<file path="config.mk">
export PLATFORM = sky130hd
export DESIGN_NAME = pool_top
export DESIGN_NICKNAME = d
export VERILOG_FILES = /design/src/hw/pool_pkg.sv /design/src/hw/pool_step_if.sv /design/src/hw/pool_top.sv /design/src/hw/pool_pack_buffer.sv /design/src/hw/pool_row_max.sv /design/src/hw/pool_window_counter.sv /design/src/hw/pool_ctrl_fsm.sv
export SDC_FILE = /design/constraint.sdc
export NUM_CORES = 1
export LEC_CHECK = 0
export BUFFER_PORTS_ARGS = -buffer_cell sky130_fd_sc_hd__buf_2
export CAP_MARGIN = 30
export CORE_AREA = 5 5 98 145
export CTS_BUF_LIST = sky130_fd_sc_hd__clkbuf_4 sky130_fd_sc_hd__clkbuf_8
export DETAILED_ROUTE_END_ITERATION = 8
export DIE_AREA = 0 0 103 150
export PLACE_DENSITY = 0.8
export SETUP_SLACK_MARGIN = 0.4
export SLEW_MARGIN = 15
export SYNTH_ARGS = -nofsm -noshare
export SYNTH_HDL_FRONTEND = slang
export SYNTH_SLANG_ARGS = --single-unit
</file>
<file path="constraint.sdc">
create_clock -name clk -period 3.79 [get_ports clk]
set_input_delay 0.379 -clock clk [delete_from_list [all_inputs] [get_ports clk]]
set_output_delay 0.379 -clock clk [all_outputs]
set_load 0.005 [all_outputs]
</file>
<file path="src/hw/pool_pkg.sv">
/*
 * Shared widths, vector types and FSM encoding of the max-pooling unit.
 * Pixels are 8-bit unsigned. One read returns LANES bytes, and WIN may not exceed it.
 * A write word carries WR_BYTES pooled bytes, low byte first.
 */

`default_nettype none

package pool_pkg;

	// ======================================
	// widths
	// ======================================
	localparam int ADDR_W   = 19;                      // byte address
	localparam int PIX_W    = 8;                       // one pixel
	localparam int LANES    = 8;                       // bytes per read, upper bound of WIN
	localparam int WR_BYTES = 4;                       // pooled bytes per write word

	// ======================================
	// vector types
	// ======================================
	typedef logic [ADDR_W-1:0]         addr_t;         // byte address
	typedef logic [PIX_W-1:0]          pix_t;          // pixel or pooled value
	typedef logic [LANES*PIX_W-1:0]    rd_line_t;      // lane 0 = byte at start addr
	typedef logic [WR_BYTES*PIX_W-1:0] wr_word_t;      // byte 0 = earliest pooled value
	typedef logic [2:0]                wr_size_t;      // byte count, 0..WR_BYTES

	typedef enum logic [2:0]
	{
		IDLE   = 3'd0,
		READ   = 3'd1,
		REDUCE = 3'd2,
		WRITE  = 3'd3,
		DONE   = 3'd4
	} pool_state_t;

endpackage

`default_nettype wire
</file>
<file path="src/hw/pool_step_if.sv">
/*
 * Step strobes from the FSM and window flags from the counter.
 * All signals are synchronous to the unit clock, and the strobes are one cycle wide.
 */

`timescale 1ns/100ps
`default_nettype none

interface pool_step_if;

	logic clear;          // go accepted, reload everything
	logic line_step;      // REDUCE cycle, one line consumed
	logic word_sent;      // write acknowledged
	logic line_last;      // current line ends its window
	logic frame_last;     // current window ends the frame
	logic first_line;     // current line opens a window

	modport fsm (output clear, line_step, word_sent,
		input line_last, frame_last);

	modport counter (input clear, line_step,
		output line_last, frame_last, first_line);

	modport data (input clear, line_step, word_sent,
		input line_last, frame_last, first_line);

endinterface

`default_nettype wire

</file>
<file path="src/hw/pool_top.sv">
/*
 * Max-pooling unit, square WIN x WIN window moving by STRIDE in both directions.
 * Picture and window sizes are fixed at elaboration. WIN must not exceed 8.
 * pool_addr_x and pool_addr_z must stay steady from go until done.
 */

`timescale 1ns/100ps
`default_nettype none

module pool_top #(
	parameter int PIC_ROWS = 8,
	parameter int PIC_COLS = 8,
	parameter int WIN      = 2,
	parameter int STRIDE   = 2
) (
	input  logic               clk,
	input  logic               rst_n,
	input  pool_pkg::addr_t    pool_addr_x,
	input  pool_pkg::addr_t    pool_addr_z,
	input  logic               go,
	output logic               busy,
	output logic               done,
	output logic               rd_req,
	output pool_pkg::addr_t    rd_addr,
	output pool_pkg::wr_size_t rd_size,
	input  logic               rd_valid,
	input  pool_pkg::rd_line_t rd_data,
	output logic               wr_req,
	output pool_pkg::addr_t    wr_addr,
	output pool_pkg::wr_word_t wr_data,
	output pool_pkg::wr_size_t wr_size,
	input  logic               wr_ack
);

	pool_step_if    step_if ();
	pool_pkg::pix_t pooled;
	logic           word_full, word_pending;

	assign rd_size = pool_pkg::wr_size_t'(WIN);   // one window row per read

	pool_ctrl_fsm ctrl_i (.clk, .rst_n, .go, .busy, .done, .rd_req, .rd_valid, .wr_req, .wr_ack,
		.word_full, .word_pending, .step(step_if.fsm));
	pool_window_counter #(.PIC_ROWS(PIC_ROWS), .PIC_COLS(PIC_COLS), .WIN(WIN), .STRIDE(STRIDE))
		counter_i (.clk, .rst_n, .pool_addr_x, .rd_addr, .step(step_if.counter));
	pool_row_max #(.WIN(WIN)) row_max_i (.clk, .rst_n, .rd_valid, .rd_data, .pooled,
		.step(step_if.data));
	pool_pack_buffer pack_i (.clk, .rst_n, .pool_addr_z, .pooled, .wr_addr, .wr_data, .wr_size,
		.word_full, .word_pending, .step(step_if.data));

endmodule

`default_nettype wire

</file>
<file path="src/hw/pool_pack_buffer.sv">
/*
 * Packs pooled bytes into a write word, low byte first, and tracks the write address.
 * pool_addr_z is sampled on go. Unused bytes of a short last word read as zero.
 * wr_addr, wr_data and wr_size hold steady until the word is acknowledged.
 */

`timescale 1ns/100ps
`default_nettype none

module pool_pack_buffer (
	input  logic               clk,
	input  logic               rst_n,
	input  pool_pkg::addr_t    pool_addr_z,   // result base
	input  pool_pkg::pix_t     pooled,
	output pool_pkg::addr_t    wr_addr,
	output pool_pkg::wr_word_t wr_data,
	output pool_pkg::wr_size_t wr_size,
	output logic               word_full,
	output logic               word_pending,
	pool_step_if.data          step
);

	pool_pkg::wr_size_t fill;    // bytes in word
	logic               add;     // window finished, byte enters

	assign add     = step.line_step && step.line_last;
	assign wr_size = fill;

	// both flags count the byte entering this cycle
	assign word_full    = (fill == pool_pkg::WR_BYTES) ||
		(add && (fill == pool_pkg::WR_BYTES - 1));
	assign word_pending = (fill != '0) || add;

	always_ff @(posedge clk or negedge rst_n)
	begin
		if (!rst_n)
		begin
			fill    <= '0;
			wr_data <= '0;
			wr_addr <= '0;
		end
		else if (step.clear)
		begin
			fill    <= '0;
			wr_data <= '0;
			wr_addr <= pool_addr_z;
		end
		else if (step.word_sent)
		begin
			fill    <= '0;
			wr_data <= '0;                       // zero fill for next word
			wr_addr <= wr_addr + wr_size;
		end
		else if (add)
		begin
			wr_data[fill*pool_pkg::PIX_W +: pool_pkg::PIX_W] <= pooled;
			fill <= fill + 1'b1;
		end
	end

	a_no_overflow: assert property (@(posedge clk) disable iff (!rst_n)
		add |-> (fill < pool_pkg::WR_BYTES));

endmodule

`default_nettype wire

</file>
<file path="src/hw/pool_row_max.sv">
/*
 * Holds the fetched line and the running maximum of the current window.
 * Only lanes 0..WIN-1 take part, the upper lanes are ignored.
 * pooled is meaningful in the REDUCE cycle only.
 */

`timescale 1ns/100ps
`default_nettype none

module pool_row_max #(
	parameter int WIN = 2
) (
	input  logic               clk,
	input  logic               rst_n,
	input  logic               rd_valid,
	input  pool_pkg::rd_line_t rd_data,
	output pool_pkg::pix_t     pooled,
	pool_step_if.data          step
);

	pool_pkg::rd_line_t line_q;      // captured read line
	pool_pkg::pix_t     run_q;       // max over earlier lines of window
	pool_pkg::pix_t     lane_max;    // max within current line
	pool_pkg::pix_t     prev_max;

	always_ff @(posedge clk)
	begin
		if (rd_valid)
			line_q <= rd_data;
	end

	always_comb
	begin
		lane_max = '0;
		for (int i = 0; i < WIN; i++)
			if (line_q[i*pool_pkg::PIX_W +: pool_pkg::PIX_W] > lane_max)
				lane_max = line_q[i*pool_pkg::PIX_W +: pool_pkg::PIX_W];
	end

	assign prev_max = step.first_line ? '0 : run_q;     // restart per window
	assign pooled   = (prev_max > lane_max) ? prev_max : lane_max;

	always_ff @(posedge clk or negedge rst_n)
	begin
		if (!rst_n)
			run_q <= '0;
		else if (step.line_step)
			run_q <= pooled;
	end

endmodule

`default_nettype wire

</file>
<file path="src/hw/pool_window_counter.sv">
/*
 * Line, window column and window row counters plus the registered read address.
 * pool_addr_x must stay steady while busy. Pictures are row-major, PIC_COLS bytes per row.
 * Windows that would run past the picture edge are not visited.
 */

`timescale 1ns/100ps
`default_nettype none

module pool_window_counter #(
	parameter int PIC_ROWS = 8,
	parameter int PIC_COLS = 8,
	parameter int WIN      = 2,
	parameter int STRIDE   = 2
) (
	input  logic            clk,
	input  logic            rst_n,
	input  pool_pkg::addr_t pool_addr_x,   // picture base
	output pool_pkg::addr_t rd_addr,
	pool_step_if.counter    step
);

	localparam int COL_LAST = (PIC_COLS - WIN) / STRIDE;   // last window column index
	localparam int ROW_LAST = (PIC_ROWS - WIN) / STRIDE;   // last window row index
	localparam int LINE_W   = $clog2(WIN + 1);
	localparam int COL_W    = $clog2(COL_LAST + 2);
	localparam int ROW_W    = $clog2(ROW_LAST + 2);

	logic [LINE_W-1:0] line_q, line_d;     // line within window
	logic [COL_W-1:0]  col_q, col_d;       // window column
	logic [ROW_W-1:0]  row_q, row_d;       // window row
	logic              col_last;

	assign step.first_line = (line_q == '0);
	assign step.line_last  = (line_q == LINE_W'(WIN - 1));
	assign col_last        = (col_q == COL_W'(COL_LAST));
	assign step.frame_last = col_last && (row_q == ROW_W'(ROW_LAST));

	// next position, wraps to zero after the last window
	always_comb
	begin
		line_d = line_q + 1'b1;
		col_d  = col_q;
		row_d  = row_q;
		if (step.line_last)
		begin
			line_d = '0;
			col_d  = col_last ? '0 : col_q + 1'b1;
			if (col_last)
				row_d = step.frame_last ? '0 : row_q + 1'b1;
		end
	end

	always_ff @(posedge clk or negedge rst_n)
	begin
		if (!rst_n)
		begin
			line_q  <= '0;
			col_q   <= '0;
			row_q   <= '0;
			rd_addr <= '0;
		end
		else if (step.clear)
		begin
			line_q  <= '0;
			col_q   <= '0;
			row_q   <= '0;
			rd_addr <= pool_addr_x;              // window 0, line 0
		end
		else if (step.line_step)
		begin
			line_q  <= line_d;
			col_q   <= col_d;
			row_q   <= row_d;
			// base + (row*S + line)*cols + col*S
			rd_addr <= pool_addr_x + pool_pkg::addr_t'((row_d * STRIDE + line_d) * PIC_COLS
				+ col_d * STRIDE);
		end
	end

	a_col_range: assert property (@(posedge clk) disable iff (!rst_n) col_q <= COL_W'(COL_LAST));

endmodule

`default_nettype wire

</file>
<file path="src/hw/pool_ctrl_fsm.sv">
/*
 * Sequences read, reduce and write for every window of the frame.
 * rd_req and wr_req are held until rd_valid / wr_ack. go is ignored unless idle.
 * busy and done decode straight from the state register.
 */

`timescale 1ns/100ps
`default_nettype none

module pool_ctrl_fsm (
	input  logic            clk,
	input  logic            rst_n,
	input  logic            go,
	output logic            busy,
	output logic            done,
	output logic            rd_req,
	input  logic            rd_valid,
	output logic            wr_req,
	input  logic            wr_ack,
	input  logic            word_full,      // word complete after current byte
	input  logic            word_pending,   // word holds unwritten bytes
	pool_step_if.fsm        step
);

	pool_pkg::pool_state_t state, state_d;
	logic                  last_word;       // final window is in the buffer

	// ======================================
	// state register
	// ======================================
	always_ff @(posedge clk or negedge rst_n)
	begin
		if (!rst_n)
		begin
			state     <= pool_pkg::IDLE;
			last_word <= 1'b0;
		end
		else
		begin
			state <= state_d;
			if (step.clear)
				last_word <= 1'b0;
			else if (step.line_step && step.line_last && step.frame_last)
				last_word <= 1'b1;              // flush pending, then done
		end
	end

	always_comb
	begin
		state_d = state;
		case (state)
			pool_pkg::IDLE:   if (go) state_d = pool_pkg::READ;
			pool_pkg::READ:   if (rd_valid) state_d = pool_pkg::REDUCE;
			pool_pkg::REDUCE:
			begin
				state_d = pool_pkg::READ;        // default, next line
				if (step.line_last && (word_full || (step.frame_last && word_pending)))
					state_d = pool_pkg::WRITE;
			end
			pool_pkg::WRITE:  if (wr_ack) state_d = last_word ? pool_pkg::DONE : pool_pkg::READ;
			default:          state_d = pool_pkg::IDLE;   // DONE lasts one cycle
		endcase
	end

	// ======================================
	// strobes and status
	// ======================================
	assign step.clear     = (state == pool_pkg::IDLE) && go;
	assign step.line_step = (state == pool_pkg::REDUCE);
	assign step.word_sent = (state == pool_pkg::WRITE) && wr_ack;
	assign rd_req         = (state == pool_pkg::READ);
	assign wr_req         = (state == pool_pkg::WRITE);
	assign done           = (state == pool_pkg::DONE);
	assign busy           = (state != pool_pkg::IDLE) && !done;

	a_one_req: assert property (@(posedge clk) disable iff (!rst_n) !(rd_req && wr_req));
	a_done_pulse: assert property (@(posedge clk) disable iff (!rst_n) done |=> !done);
	// everything reached memory before done
	a_flushed: assert property (@(posedge clk) disable iff (!rst_n) done |-> !word_pending);

endmodule

`default_nettype wire

</file>
Word level (Yosys, flattened, before mapping)
Index checks and enable logic that the tools add are counted. W data, S select, Z words.

Flip-flop bits (word level): 109. Input bits: 107. Output and inout port bits: 80.

Add/sub/neg operators: 9. Order comparisons: 3. Eq/ne operators: 12. Shifts and indexed selects: 2. Muxes and demuxes: 35. Reduce and logical (&&, ||, !) cells: 22.

Operator list (count): $mux W32 (3); $mux W19 (4); $mux W3 (16); $neg A6 Y34 (1); $shift A8 B34 Y32 const A (1); $shiftx A8 B34 Y32 (1); $bwmux W32 (1); $mux W8 (4); $add A19 B19 Y19 (1); $add A19 B3 Y19 (1); $add A19 B4 Y19 (1); $gt A8 B8 Y1 (2); $eq A3 B2 Y1 const B (5); $pmux W3 S4 (1); $add A3 B1 Y3 const B (3); $logic_and A1 B1 Y1 (9); $reduce_bool A3 Y1 (3); $gt A8 B1 Y1 const B (1); $mux W2 (4); $eq A3 B3 Y1 const B (2); $reduce_bool A2 Y1 (3); $add A4 B2 Y5 (1); $ne A2 B1 Y1 const B (2); $eq A3 B1 Y1 const B (1); other kinds (9) (12).

Depth between registers and ports, before layout
Gate-level depths: netlist of run 1.

Depth after elaboration: 11. Depth in mapped cells: 16.

Modules after synthesis
A second synthesis of run 1 with hierarchy kept.

Cells, all modules: 598. Area, all modules: 6251.0 sq um.

By module, submodules not included: pool_pack_buffer (times used 1, cells an instance 237, area an instance 2646.3 sq um); pool_window_counter (times used 1, cells an instance 203, area an instance 1913.1 sq um); pool_row_max (times used 1, cells an instance 121, area an instance 1398.8 sq um); pool_ctrl_fsm (times used 1, cells an instance 32, area an instance 262.8 sq um); pool_top (times used 1, cells an instance 5, area an instance 30.0 sq um).

Least setup slack after synthesis of run 1
OpenSTA, ideal clock, no wires.

Path type: reg2reg. From: register counter_i.line_q[0]. To: register counter_i.rd_addr[18]. Arrival: 3.419 ns. Required time: 3.664 ns. Setup slack: 0.244 ns. Stages on the path, launching flop included: 17. Path buffers: 1. Clock period less this slack: 3.546 ns. Path through: dfrtp_1 -> nor2b_1 -> clkbuf_1 -> nand2_1 -> nor2_1 -> mux2_2 -> ha_1 -> ha_1 -> xnor2_1 -> ha_1 -> ha_1 -> o21ai_0 -> a21oi_1 -> o21a_1 -> nand3_1 -> o22ai_1 -> o2bb2a_1.

Word-level cells in the longest chain between the ends: 7. Elaborated cells between the ends (all ways): 10. Those cells by class: 4 x add/sub; 1 x eq/ne; 5 x mux.

RTL lines: start, declared (RTL line pool_window_counter.sv:29) `logic [LINE_W-1:0] line_q, line_d;`; start signal, assigned (RTL line pool_window_counter.sv:72) `line_q <= line_d;`; $add A2 B1 Y2 or $eq A2 B1 Y1 (tied branches) (RTL line pool_window_counter.sv:42, pool_window_counter.sv:35); $mux W2 or $mux W3 (tied branches) (RTL line pool_window_counter.sv:45) `if (step.line_last)`; $add A4 B2 Y5 (RTL line pool_window_counter.sv:76) `rd_addr <= pool_addr_x + pool_pkg::addr_t'((row_d * STRIDE + line_d) * PIC_COLS`; $add A19 B4 Y19 * (RTL line pool_window_counter.sv:77) `+ col_d * STRIDE);`; $add A19 B19 Y19 * (RTL line pool_window_counter.sv:76); $mux W19 * (RTL line pool_window_counter.sv:70) `else if (step.line_step)`; $mux W19 * (RTL line pool_window_counter.sv:63) `else if (step.clear)`; end signal, assigned (RTL line pool_window_counter.sv:68) `rd_addr <= pool_addr_x;`; end signal, assigned (RTL line pool_window_counter.sv:76); end, declared (RTL line pool_window_counter.sv:19) `output pool_pkg::addr_t rd_addr,`.

Mark *: on every way between the ends. The rest lies on a longest branch, timed or not. The select of a mux whose other input is x is not followed. A chain may end at the register's enable or synchronous reset.

Worst setup path after layout of run 1
From: register row_max_i.line_q[9]. To: register row_max_i.run_q[5].

Word-level cells in the longest chain between the ends: 4.

RTL lines: start, declared (RTL line pool_row_max.sv:21) `pool_pkg::rd_line_t line_q;`; start signal, assigned (RTL line pool_row_max.sv:29) `line_q <= rd_data;`; $gt A8 B8 Y1 (RTL line pool_row_max.sv:36) `if (line_q[i*pool_pkg::PIX_W +: pool_pkg::PIX_W] > lane_max)`; $mux W8 * (RTL line pool_row_max.sv:36); $gt A8 B8 Y1 (RTL line pool_row_max.sv:41) `assign pooled = (prev_max > lane_max) ? prev_max : lane_max;`; $mux W8 * (RTL line pool_row_max.sv:41); end signal, assigned (RTL line pool_row_max.sv:48) `run_q <= pooled;`; end, declared (RTL line pool_row_max.sv:22) `pool_pkg::pix_t run_q;`.

Mark *: on every way between the ends. The rest lies on a longest branch, timed or not.

==> impl_results.md, run 1 <==
* Total CTS buffers at 9
* Slew @ Worst Pin at 0.769 ns
* Grt ovf at 0
* Root Buffer: clkbuf_8
* Clock buffer depth at 2
* Syn Std Cell Area at 0.00598 mm²
* Hold crit path type: input pin to flop
* Status: finished clean
* CP max stage cell: edfxtp_1
* Top FF cell, synth: dfrtp_1
* Fin. Hold Viols at 0
* Chip width at 103 µm
* Full die area at 0.0155 mm²
* Buffers on Ports at 135
* Max_slew headroom at 48.7%
* Area delta synth->final at 35.8%
* FF+latch count, synth at 109
* Vias in the first global route at 5316
* Reg2reg end: row_max_i.run_q[5]
* Final nets at 926
* Vias post-DR at 5362
* Via/cell ratio at 5.71
* CTS tree: done
* Slew Limit Fails at 0
* Unrepaired setup endpoints after global routing: yes
* Avg WL per Cell at 18.2 µm
* DRT Pass-1 Iters at 5
* Setup ws final at 0.387 ns
* Synth Instances at 610
* Mux cell area share after synthesis at 1.88%
* Adder-cell share of the synthesized area at 9.58%
* GR Util All Layers at 21.4%
* Maxcap violations at 0
* Seq/Total Area, Yosys at 46.9%
* Largest family of logic cells by synthesized area: simple AND/OR/NAND/NOR gates
* First-pass GRT wire length at 26200 µm
* WL final at 17100 µm
* Final ANT Viol Nets at 0
* Synth cell types at 56
* Static leakage power at 3.71 nW
* Crit-path max FO at 8
* Yosys warnings at 0
* CP max stage delay at 0.45 ns
* Crit-path leading delay family: compound AO/OA/AOI/OAI gates
* Mean post-synth cell area at 9.80 µm²
* DP Wirelength at 11700 µm
* CP Capture Point: row_max_i.run_q[5]
* Hold_ws at 0.185 ns
* Simple-Gate Fraction of Synth Area at 17.4%
* Area of the multi-input gates at 0.00374 mm²
* Post-synthesis async set-or-reset flop share at 85.3%
* Achievable frequency at 0.294 GHz
* Num rows at 51
* Worst-path clk slew at 0.10 ns
* Clock Latency Late Sink at 0.38 ns
* Top Ports at 187
* Initial antenna violation count at 0
* Setup Slack @ Placement at 0.0806 ns
* CP startpoint: row_max_i.line_q[9]
* Pwr dens at 583 mW/mm²
* Die Span Y at 150 µm
* 1st-iter DRT viols at 137
* Layout cell share with drive strength beyond 1 at 39.6%
* Startpoint types: flop
* R2R cell count at 14
* Maximum vdd drop at 480 µV
* Largest net degree at the start of global routing at 56
* CP arrival at 3.67 ns
* Reg2reg start: row_max_i.line_q[9]
* CP cell instances: ha_4, nor2b_4, o211ai_1, a21oi_2, o32ai_4, buf_6, mux2i_4, ha_4, nor2b_4, o211ai_1, a21oi_2, o21a_4, a21o_4, o2bb2ai_2
* Buf/Inv on CP at 1
* Post-Synth XOR/XNOR Area at 3.22%
* Post-synthesis compound-gate area fraction at 16.7%
* Critical Path Sink Type: flop
* Crit Path Category: flop to flop
* Fin Setup TNS at 0 ns
* Htree depth at 3
* Routability cong. at 0.858
* Number of synthesized flops with an enable pin at 16
* Fillers at 1062
* Ant diodes at 0
* Critical Path RT at 4.05 ns
* CORE AREA at 0.0129 mm²
* CP Depth at 14
* Initial Util at 46.4%
* R2r setup slk at 0.39 ns
* Final Cycle Share at 89.8%
* Pwr Total at 4.74 mW
* Final Critical Period at 3.40 ns
* Clk sinks at 109
* Worst Skew at 0.0239 ns
* DRC viols at 0
* Final Setup Violations at 0
* Storage element area at 0.00281 mm²
-- sequential cells by signal, summed over array words and instances, names as in the netlist, 8 cells and up --
name and cells:
row_max_i.line_q 16, pack_i.wr_data 32, row_max_i.run_q 8, pack_i.wr_addr 19
counter_i.rd_addr 19
-- per-stage QoR --
step | util (%) | cell area [µm²] | instances
floorplan | - | 6010 | 611
global placement | 53.6 | 6910 | 897
detailed placement | 53.6 | 6910 | 897
CTS | 57.2 | 7370 | 925
global route | 63.0 | 8120 | 939
finish | 63.0 | 8120 | 939
-- cell usage after synthesis, types with 3 or more instances --
library cell,n,area (µm²)
o21ai_0,33,165
or2_2,3,18.8
edfxtp_1,16,480
a21oi_1,24,120
o211ai_1,4,30.0
clkbuf_1,14,52.6
a211oi_1,4,30.0
buf_4,4,30.0
o2bb2ai_1,8,70.1
nand3_1,16,80.1
mux2i_1,9,90.1
a21o_1,4,30.0
nor3b_1,4,30.0
a31oi_1,3,18.8
o221ai_1,32,280
nand2_1,109,409
xnor2_1,11,96.3
o21a_1,4,30.0
nand4_1,14,87.6
a22oi_1,4,30.0
ha_1,41,513
nor3_1,8,40.0
nor2_1,38,143
nor2b_1,6,37.5
o22ai_1,8,50.1
fa_1,3,60.1
dfrtp_1,93,2330
inv_1,33,124
xor2_1,11,96.3
and3_1,9,56.3
buf_2,5,25.0
-- worst min path at each step --
| stage | startpoint | endpoint | slack (ns) | cells past startpoint |
|---|---|---|---|---|
| after global placement | rst_n | pack_i.wr_addr[13] | 0.22 | 1 |
| after detailed placement | rst_n | pack_i.wr_addr[4] | 0.22 | 1 |
| final | rd_data[15] | row_max_i.line_q[15] | 0.19 | 1 |
| after global routing | rd_data[11] | row_max_i.line_q[11] | 0.16 | 1 |
| after floorplan | rst_n | counter_i.col_q[0] | 0.08 | 0 |
| after CTS | rd_data[11] | row_max_i.line_q[11] | 0.16 | 1 |
-- layer usage --
| metal | track usage (%) | wire length [µm] | vias to the layer above |
|---|---|---|---|
| met5 | 0 | 0 | - |
| met4 | 9.14 | 520 | 0 |
| met3 | 3.22 | 889 | 40 |
| met2 | 36.7 | 9260 | 177 |
| met1 | 26.4 | 6380 | 2598 |
| li1 | - | - | 2547 |
-- placed cells by master (no fill, tap or decap), types with 8 or more instances in the layout --
cell      instances
nand4_1          14
ha_1             28
nor2_1           37
nand2_1          98
buf_2           134
o21ai_0          28
xor2_1           11
a21oi_1          19
and3_1            9
buf_4            39
edfxtp_1         16
ha_4             11
dfrtp_1          93
nor3_1            8
inv_1            31
nand3_1          14
xnor2_1          10
o221ai_2         31
clkbuf_8          9
-- power by group --
part / switching (mW) / leakage, nW / internal, mW / total, mW
combinational: 1.19 / 2.23 / 0.975 / 2.16
clock: 0.457 / 0.114 / 0.332 / 0.789
sequential: 0.285 / 1.36 / 1.50 / 1.79
total: 1.93 / 3.71 / 2.81 / 4.74
-- timing repair --
item / 4_1_cts / 5_1_grt
gates resized for setup: 31 / 114
hold endpoints to repair: 9 / 0
endpoints found under the setup margin: 52 / 52
hold buffers: 1 / 0
setup buffers: 11 / 13
pin swaps: 10 / 26
-- final cells by class --
type | instances | area share (%)
Multi-Input combinational cell | 443 | 46.0
Sequential cell | 109 | 34.6
Timing Repair Buffer | 179 | 12.7
Tap cell | 159 | 2.45
Clock buffer | 9 | 1.52
Inverter | 33 | 1.52
Clock inverter | 7 | 1.23
-- kinds of logic (layout without fill, tap and decap cells) --
family          Yosys count  after routing
mux                      11             11
xor+xnor                 22             22
flops                   109            109
simple gates            221            221
buf+inv                  59            228
other cells               2              3
fa+ha+maj                44             44
compound gates          142            142
(Power assumes the default switching activity.)
==> run 2: changes to the inputs <==
--- a/config.mk
+++ b/config.mk
@@ -5,13 +5,15 @@
 export SDC_FILE = /design/constraint.sdc
 export NUM_CORES = 1
 export LEC_CHECK = 0
+export ABC_AREA = 1
 export BUFFER_PORTS_ARGS = -buffer_cell sky130_fd_sc_hd__buf_2
 export CAP_MARGIN = 30
-export CORE_AREA = 5 5 98 145
+export CORE_AREA = 5 5 100 149
 export CTS_BUF_LIST = sky130_fd_sc_hd__clkbuf_4 sky130_fd_sc_hd__clkbuf_8
 export DETAILED_ROUTE_END_ITERATION = 8
-export DIE_AREA = 0 0 103 150
-export PLACE_DENSITY = 0.8
+export DIE_AREA = 0 0 105 154
+export GPL_TIMING_DRIVEN = 0
+export PLACE_DENSITY = 0.81
 export SETUP_SLACK_MARGIN = 0.4
 export SLEW_MARGIN = 15
 export SYNTH_ARGS = -nofsm -noshare
==> run 2 against run 1 <==
Via count is 12% higher. First-iteration DRC count rose by 120%. Total power grew 1.5%. Final area fell by 3.6%. Clock skew is 0.0055 ns lower. Register-to-register slack better by 0.17 ns. Worst setup slack gained 0.17 ns. Synthesized area increased by 8.5%. Synthesized cell count rose by 30%. Combinational power increased by 7%. Sequential power hardly changed. Critical path type unchanged. Critical endpoint is now counter_i.rd_addr[13]. Highest routed layer is now met5.
==> impl_results.md, run 2 <==
* Slew @ Worst Pin at 0.549 ns (-0.220 ns)
* CP arrival at 3.52 ns (-0.15 ns)
* Top flop regs: pack_i.wr_data: 32 flops, counter_i.rd_addr: 19 flops, pack_i.wr_addr: 19 flops
* 1st-iter DRT viols at 303 (+120%)
* Fin Setup TNS at 0 ns (unchanged)
* Grt ovf at 0 (unchanged)
* Pwr dens at 614 mW/mm² (+5.3%)
* FF+latch count, synth at 109 (unchanged)
* Busiest grt layer: met2
* Routability cong. at 0.963 (+12%)
* Chip width at 105 µm (+1.9%)
* Fillers at 1188 (+12%)
* Top Ports at 187 (unchanged)
* Static leakage power at 4.14 nW (+12%)
* Largest area contributor in the netlist: dfrtp_1
* Fin. Hold Viols at 0 (unchanged)
* Total CTS buffers at 9 (unchanged)
* DP Wirelength at 12800 µm (+9.3%)
* Synth top area share at 35.9% (-3.0 points)
* Critical Path RT at 4.08 ns (+0.03 ns)
* Via/cell ratio at 5.37 (-6.0%)
* Avg WL per Cell at 15.1 µm (-17%)
* Mean post-synth cell area at 8.21 µm² (-16%)
* Final Critical Period at 3.24 ns (-0.168 ns)
* Initial antenna violation count at 1 (+1)
* Seq/Total Area, Yosys at 43.3% (-3.7 points)
* Maximum vdd drop at 283 µV (-41%)
* Final Cycle Share at 85.4% (-4.4 points)
* Post-synthesis async set-or-reset flop share at 85.3% (unchanged)
* Startpoint types: flop
* Final nets at 1098 (+19%)
* Clk sinks at 109 (unchanged)
* Htree depth at 3 (unchanged)
* Initial Util at 48.4% (+2.0 points)
* Unrepaired setup endpoints after global routing: no
* Clock Latency Late Sink at 0.39 ns (about the same)
* Top post-synthesis cells by area: dfrtp_1 (36%), nand2_1 (12%), ha_1 (7.9%), edfxtp_1 (7.4%), nand3_1 (7.3%)
* DRC viols at 0 (unchanged)
* Final ANT Viol Nets at 0 (unchanged)
* Synth Instances at 790 (+30%)
* DRT Pass-1 Iters at 5 (unchanged)
* Most common cell after layout, fill and taps aside: nand2_1
* Critical Path Sink Type: flop
* Yosys warnings at 0 (unchanged)
* Buffers on Ports at 135 (unchanged)
* Max reg flops at 32 (unchanged)
* Achievable frequency at 0.309 GHz (+5.2%)
* Ant diodes at 0 (unchanged)
* Grt met1 use at 23.6% (-2.8 points)
* Most frequent cells in the layout: nand2_1 (198), buf_2 (143), dfrtp_1 (93)
* Worst-path clk slew at 0.12 ns (+0.02 ns)
* Largest net degree at the start of global routing at 63 (+13%)
* M3 GR Usage at 4.28% (+1.1 points)
* Crit-path max FO at 4 (-4)
* Syn Std Cell Area at 0.00649 mm² (+8.5%)
* Layout cell share with drive strength beyond 1 at 24.7% (-15 points)
* Final Setup Violations at 0 (unchanged)
* Die Span Y at 154 µm (+2.7%)
* Slew Limit Fails at 0 (unchanged)
* Maxcap violations at 0 (unchanged)
* R2r setup slk at 0.55 ns (+0.17 ns)
* Worst Skew at 0.0184 ns (-0.00551 ns)
* Synth cell types at 50 (-11%)
* Hold_ws at 0.162 ns (-0.0231 ns)
* CTS tree: done
* Hold crit path type: input pin to flop
* Met2 GRT Util at 37.0% (+0.33 points)
* Crit Path Category: flop to flop
* GR Util All Layers at 20.7% (-0.69 points)
* CORE AREA at 0.0134 mm² (+4.0%)
* Num rows at 52 (+2.0%)
* Root Buffer: clkbuf_8
* Vias in the first global route at 5895 (+11%)
* Top FF cell, synth: dfrtp_1
* Dominant cell by count in the synthesized netlist: nand2_1
* Area delta synth->final at 20.8%
* WL final at 16800 µm (-1.6%)
* Clock buffer depth at 2 (unchanged)
* Number of synthesized flops with an enable pin at 16 (unchanged)
* Vias post-DR at 5981 (+12%)
* Status: finished clean
* Full die area at 0.0162 mm² (+4.7%)
* Max_slew headroom at 63.4% (+15 points)
* Post-synth top cells: nand2_1 (201), nand3_1 (94), dfrtp_1 (93)
* Most flops, register: pack_i.wr_data
* First-pass GRT wire length at 27600 µm (+5.4%)
-- run 2: cell count changes after synthesis, sizes merged, moves of 7 or more --
cell,change
nand3,+84
nand2,+101
o221ai,-32
nor2,+20
and3,-8
nand4,+11
clkbuf,-11
inv,+57
mux2i,-9
nor3,+7
o2bb2ai,-8
-- run 2: stage by stage --
step	std cells	setup slack [ns]	power [mW]	area, µm²	utilization, %
after CTS	1108	0.433	4.75	7660	57.2
after global placement	1088	0.251	3.90	7370	55.0
after global routing	1114	0.365	5.21	7830	58.4
final	1114	0.555	4.81	7830	58.4
after floorplan	791	0.650	3.20	6490	-
after detailed placement	1089	0.189	3.98	7400	55.2
-- run 2: kinds of logic (layout without fill, tap and decap cells) --
| kind of cell | after synthesis | after routing | synth area share, % |
|---|---|---|---|
| XOR/XNOR | 14 | 14 | 1.89 |
| other | 2 | 3 | 0.116 |
| AO/OA/AOI/OAI | 85 | 85 | 7.52 |
| flip-flops | 109 | 109 | 43.3 |
| AND/OR/NAND/NOR | 425 | 425 | 31.3 |
| adder cells (fa/ha/maj) | 44 | 44 | 8.83 |
| buffers and inverters | 111 | 272 | 7.08 |
-- run 2: repair_timing --
action / CTS / global route
resized for setup: 6 / 25
hold buffers: 1 / 0
endpoints found under the hold margin: 31 / 0
gates cloned: 0 / 0
setup endpoints to repair: 12 / 51
setup buffers: 2 / 6
pin swaps: 1 / 12
-- run 2: path summary, 6_finish.rpt --
check                                      start                    end  depth (start not counted)
max                           counter_i.col_q[0]  counter_i.rd_addr[13]                         20
min                                   rd_data[4]    row_max_i.line_q[4]                          1
max reg2reg                   counter_i.col_q[0]  counter_i.rd_addr[13]                         20
min reg2reg                counter_i.rd_addr[14]  counter_i.rd_addr[14]                          2
max in group asynchronous                  rst_n     pack_i.wr_data[24]                          3
min in group asynchronous                  rst_n  counter_i.rd_addr[16]                          2
-- run 2: where the power goes --
part,switching [mW],total (mW),leakage (nW),internal [mW]
Sequential,0.254,1.77,1.37,1.51
Clock,0.468,0.737,0.107,0.268
Combinational,1.44,2.31,2.67,0.868
Total,2.16,4.81,4.14,2.65
-- run 2: area by class of cell --
type	count	area, µm²	share of cell area, %
plain buffers	19	109	1.39
inverters	92	350	4.47
clock inverters	7	93.8	1.20
repair buffers	145	776	9.90
multi-input cells	571	3370	43.0
flip-flops and latches	109	2810	35.8
clock buffers	9	124	1.58
well taps	162	203	2.59
-- run 2: worst max-delay path, cell delays in order (launching register included) --
cell,delay (ns)
dfrtp_1,0.42
ha_4,0.16
nand2_2,0.07
nor3_4,0.22
o21ai_0,0.10
o21ai_1,0.12
inv_1,0.07
ha_2,0.19
ha_2,0.17
xnor2_1,0.12
ha_1,0.34
ha_4,0.30
inv_1,0.06
o21ai_2,0.15
nand2_1,0.11
nand3_4,0.11
nand2_2,0.07
nor2_2,0.13
nand3_1,0.08
nand3_1,0.07
nand2_1,0.05
-- run 2: metal layers --
metal,vias to the layer above,share of wire [%],wire (µm)
met1,2786,37,6230
met4,2,4.1,680
met5,-,0.072,12
li1,2942,-,-
met2,205,53,8820
met3,46,6.2,1040
==> run 3: changes to the inputs <==
--- a/config.mk
+++ b/config.mk
@@ -8,14 +8,16 @@
 export ABC_AREA = 1
 export BUFFER_PORTS_ARGS = -buffer_cell sky130_fd_sc_hd__buf_2
 export CAP_MARGIN = 30
-export CORE_AREA = 5 5 100 149
+export CORE_AREA = 5 5 104 154
 export CTS_BUF_LIST = sky130_fd_sc_hd__clkbuf_4 sky130_fd_sc_hd__clkbuf_8
 export DETAILED_ROUTE_END_ITERATION = 8
-export DIE_AREA = 0 0 105 154
+export DIE_AREA = 0 0 109 159
 export GPL_TIMING_DRIVEN = 0
+export HOLD_SLACK_MARGIN = 0.1
 export PLACE_DENSITY = 0.81
 export SETUP_SLACK_MARGIN = 0.4
 export SLEW_MARGIN = 15
 export SYNTH_ARGS = -nofsm -noshare
 export SYNTH_HDL_FRONTEND = slang
+export SYNTH_HIERARCHICAL = 1
 export SYNTH_SLANG_ARGS = --single-unit
==> run 3 against run 2 <==
Synthesized cell count up 16%. Combinational power up 8.7%. Count of clock-buffer cells in the layout unchanged. Sequential share of layout area down 2.6 points. Clock power is 5.2% higher. Worst setup slack improved by 0.0039 ns. Highest routed layer is now met4. Maximum frequency rose by 0.12%. Utilization shrank 0.27 points. Global-route usage increased by 0.14 points.
==> impl_results.md, run 3 <==
* Buffers on Ports at 135 (unchanged)
* Initial antenna violation count at 0 (-1)
* CP max stage delay at 0.41 ns (about the same)
* Buf/Inv on CP at 2 (unchanged)
* Via/cell ratio at 5.15 (-4.0%)
* Top Ports at 187 (unchanged)
* Most frequent cells in the layout: nand2_1 (241), buf_2 (145), inv_1 (124)
* First-pass GRT wire length at 29600 µm (+7.3%)
* Worst Skew at 0.0149 ns (-0.00342 ns)
* Largest area contributor in the netlist: dfrtp_1
* Dominant cell by count in the synthesized netlist: nand2_1
* Synth cell types at 50 (unchanged)
* Layout cell share with drive strength beyond 1 at 24.9% (+0.25 points)
* Clk sinks at 109 (unchanged)
* Routability cong. at 0.953 (-1.0%)
* Chip width at 109 µm (+3.8%)
* Top FF cell, synth: dfrtp_1
* Startpoint types: flop
* Synth top area share at 32.8% (-3.1 points)
* Crit-path leading delay family: simple AND/OR/NAND/NOR gates
* Htree depth at 3 (unchanged)
* Unrepaired setup endpoints after global routing: yes
* Top post-synthesis cells by area: dfrtp_1 (33%), nand2_1 (13%), ha_1 (7.8%), edfxtp_1 (6.8%), inv_1 (6.6%)
* Most common cell after layout, fill and taps aside: nand2_1
* Fin Setup TNS at 0 ns (unchanged)
* Synth Instances at 914 (+16%)
* Top flop regs: pack_i/wr_data: 32 flops, counter_i/rd_addr: 19 flops, pack_i/wr_addr: 19 flops
* DP Wirelength at 13900 µm (+8.2%)
* Clock buffer depth at 2 (unchanged)
* Final nets at 1232 (+12%)
* Num rows at 54 (+3.8%)
* Hold crit path type: input pin to flop
* Max_slew headroom at 38.3% (-25 points)
* Die Span Y at 159 µm (+3.2%)
* Grt ovf at 0 (unchanged)
* Full die area at 0.0173 mm² (+7.2%)
* Most flops, register: pack_i/wr_data
* CORE AREA at 0.0145 mm² (+8.4%)
* Mean post-synth cell area at 7.76 µm² (-5.4%)
* Static leakage power at 4.54 nW (+9.7%)
* Clock Latency Late Sink at 0.38 ns (about the same)
* Most frequent CP cell: nand2_1
* Maxcap violations at 0 (unchanged)
* Max reg flops at 32 (unchanged)
* Root Buffer: clkbuf_8
* Crit-path max FO at 9 (+5)
* Final Critical Period at 3.23 ns (-0.00388 ns)
* Final ANT Viol Nets at 0 (unchanged)
* Final core utilization at 58.2% (-0.27 points)
* Finished Layout Cells at 1279 (+15%)
* Final Cycle Share at 85.3% (-0.10 points)
* Ant diodes at 0 (unchanged)
* DRC viols at 0 (unchanged)
* Number of synthesized flops with an enable pin at 16 (unchanged)
* Yosys warnings at 6 (+6)
* Total CTS buffers at 9 (unchanged)
* Setup Slack @ Placement at 0.505 ns (+0.316 ns)
* Hold_ws at 0.169 ns (+0.00703 ns)
* Worst-path clk slew at 0.11 ns (about the same)
* CP arrival at 3.52 ns (about the same)
* Status: finished clean
* Final Setup Violations at 0 (unchanged)
* DRT Pass-1 Iters at 7 (+2)
* Fillers at 1325 (+12%)
* Seq/Total Area, Yosys at 39.6% (-3.7 points)
* 1st-iter DRT viols at 334 (+10%)
* Largest net degree at the start of global routing at 54 (-14%)
* Vias post-DR at 6591 (+10%)
* FF+latch count, synth at 109 (unchanged)
* CTS tree: done
* Area delta synth->final at 19.1%
* R2r setup slk at 0.56 ns (about the same)
* GR Util All Layers at 20.8% (+0.14 points)
* Setup ws final at 0.559 ns (+0.00388 ns)
* Placed Cells at 1247 (+15%)
* Storage element area at 0.00281 mm² (unchanged)
* Maximum vdd drop at 380 µV (+34%)
* Post-synthesis async set-or-reset flop share at 85.3% (unchanged)
* Vias in the first global route at 6512 (+10%)
* Slew Limit Fails at 0 (unchanged)
* Syn Std Cell Area at 0.00710 mm² (+9.4%)
* Crit Path Category: flop to flop
* Critical Path Sink Type: flop
* Pwr dens at 596 mW/mm² (-2.9%)
* Critical Path RT at 4.08 ns (about the same)
* Slew @ Worst Pin at 0.922 ns (+0.373 ns)
* Post-synth top cells: nand2_1 (241), inv_1 (124), dfrtp_1 (93)
* Avg WL per Cell at 14.1 µm (-6.1%)
* Achievable frequency at 0.309 GHz (+0.12%)
* CP max stage cell: edfxtp_1
* Area of the multi-input gates at 0.00368 mm² (+9.3%)
* CP cell instances: ha_1, a21o_2, nor2_4, nand2_8, nand2_8, buf_4, nand2_2, and2_1, ha_1, nand2_1, nor2_2, nand2_1, nand2_2, nand2_4, clkbuf_4, nand3_1, and2_1, nand2_1, o31ai_1
* WL final at 18100 µm (+7.8%)
* Fin. Hold Viols at 0 (unchanged)
* Initial Util at 48.8% (+0.45 points)
==> run 3: cell types whose count changed in the layout (fill, tap and decap cells not counted), sizes merged, moves of 9 or more <==
cell | before | now
buf | 159 | 168
o21ai | 36 | 46
o22ai | 3 | 22
nand4 | 25 | 6
nand3 | 100 | 89
nor3 | 15 | 6
inv | 91 | 136
nor2 | 58 | 86
nand2 | 210 | 268
==> run 3: what timing repair did <==
action | 4_1_cts | 5_1_grt
endpoints found under the setup margin | 0 | 19
buffers inserted | 0 | 15
hold endpoints to repair | 40 | 0
hold buffers | 1 | 0
resized for setup | 0 | 10
==> run 3: kinds of logic (layout without fill, tap and decap cells) <==
| kind of cell | count (synthesis) | count (layout) | synth area share [%] |
|---|---|---|---|
| simple gates | 475 | 475 | 32.3 |
| buf+inv | 159 | 327 | 9.29 |
| compound gates | 119 | 119 | 9.79 |
| flops | 109 | 109 | 39.6 |
| fa+ha+maj | 47 | 47 | 8.61 |
| xor+xnor | 3 | 3 | 0.370 |
| other cells | 2 | 3 | 0.106 |
==> run 3: final timing paths <==
check,end,cells past startpoint,start
max in group asynchronous,row_max_i/run_q[1],3,rst_n
worst max register to register,pack_i/wr_data[28],19,row_max_i/line_q[15]
worst max-delay path,pack_i/wr_data[28],19,row_max_i/line_q[15]
min in group asynchronous,counter_i/rd_addr[16],2,rst_n
worst min register to register,counter_i/rd_addr[14],2,counter_i/rd_addr[14]
worst min-delay path,row_max_i/line_q[6],1,rd_data[6]
==> run 3: routing by layer <==
layer	vias up	global-route usage, %	part of all wire, %
met5	-	0	0
met4	0	8.67	3.0
met3	44	2.96	5.2
met2	213	38.6	54
met1	3067	23.1	38
li1	3267	-	-
==> run 3: through the flow <==
| stage | area (µm²) | total power [mW] |
|---|---|---|
| final | 8450 | 5.04 |
| after global routing | 8450 | 5.49 |
| after CTS | 8290 | 4.99 |
| after detailed placement | 8050 | 4.18 |
| after global placement | 8020 | 4.11 |
| after floorplan | 7100 | 3.38 |
==> run 3: power breakdown <==
| part | switching [mW] | leakage (nW) | total [mW] | internal [mW] |
|---|---|---|---|---|
| Sequential | 0.254 | 1.36 | 1.75 | 1.50 |
| Combinational | 1.56 | 3.07 | 2.51 | 0.954 |
| Clock | 0.447 | 0.112 | 0.775 | 0.328 |
==> run 3: cell type report <==
type / count / area share, %
Sequential cell: 109 / 33.2
Clock inverter: 7 / 1.18
Tap cell: 196 / 2.90
Multi-Input combinational cell: 647 / 43.6
Clock buffer: 9 / 1.47
Inverter: 137 / 6.14
Timing Repair Buffer: 152 / 9.84
Buffer: 22 / 1.66
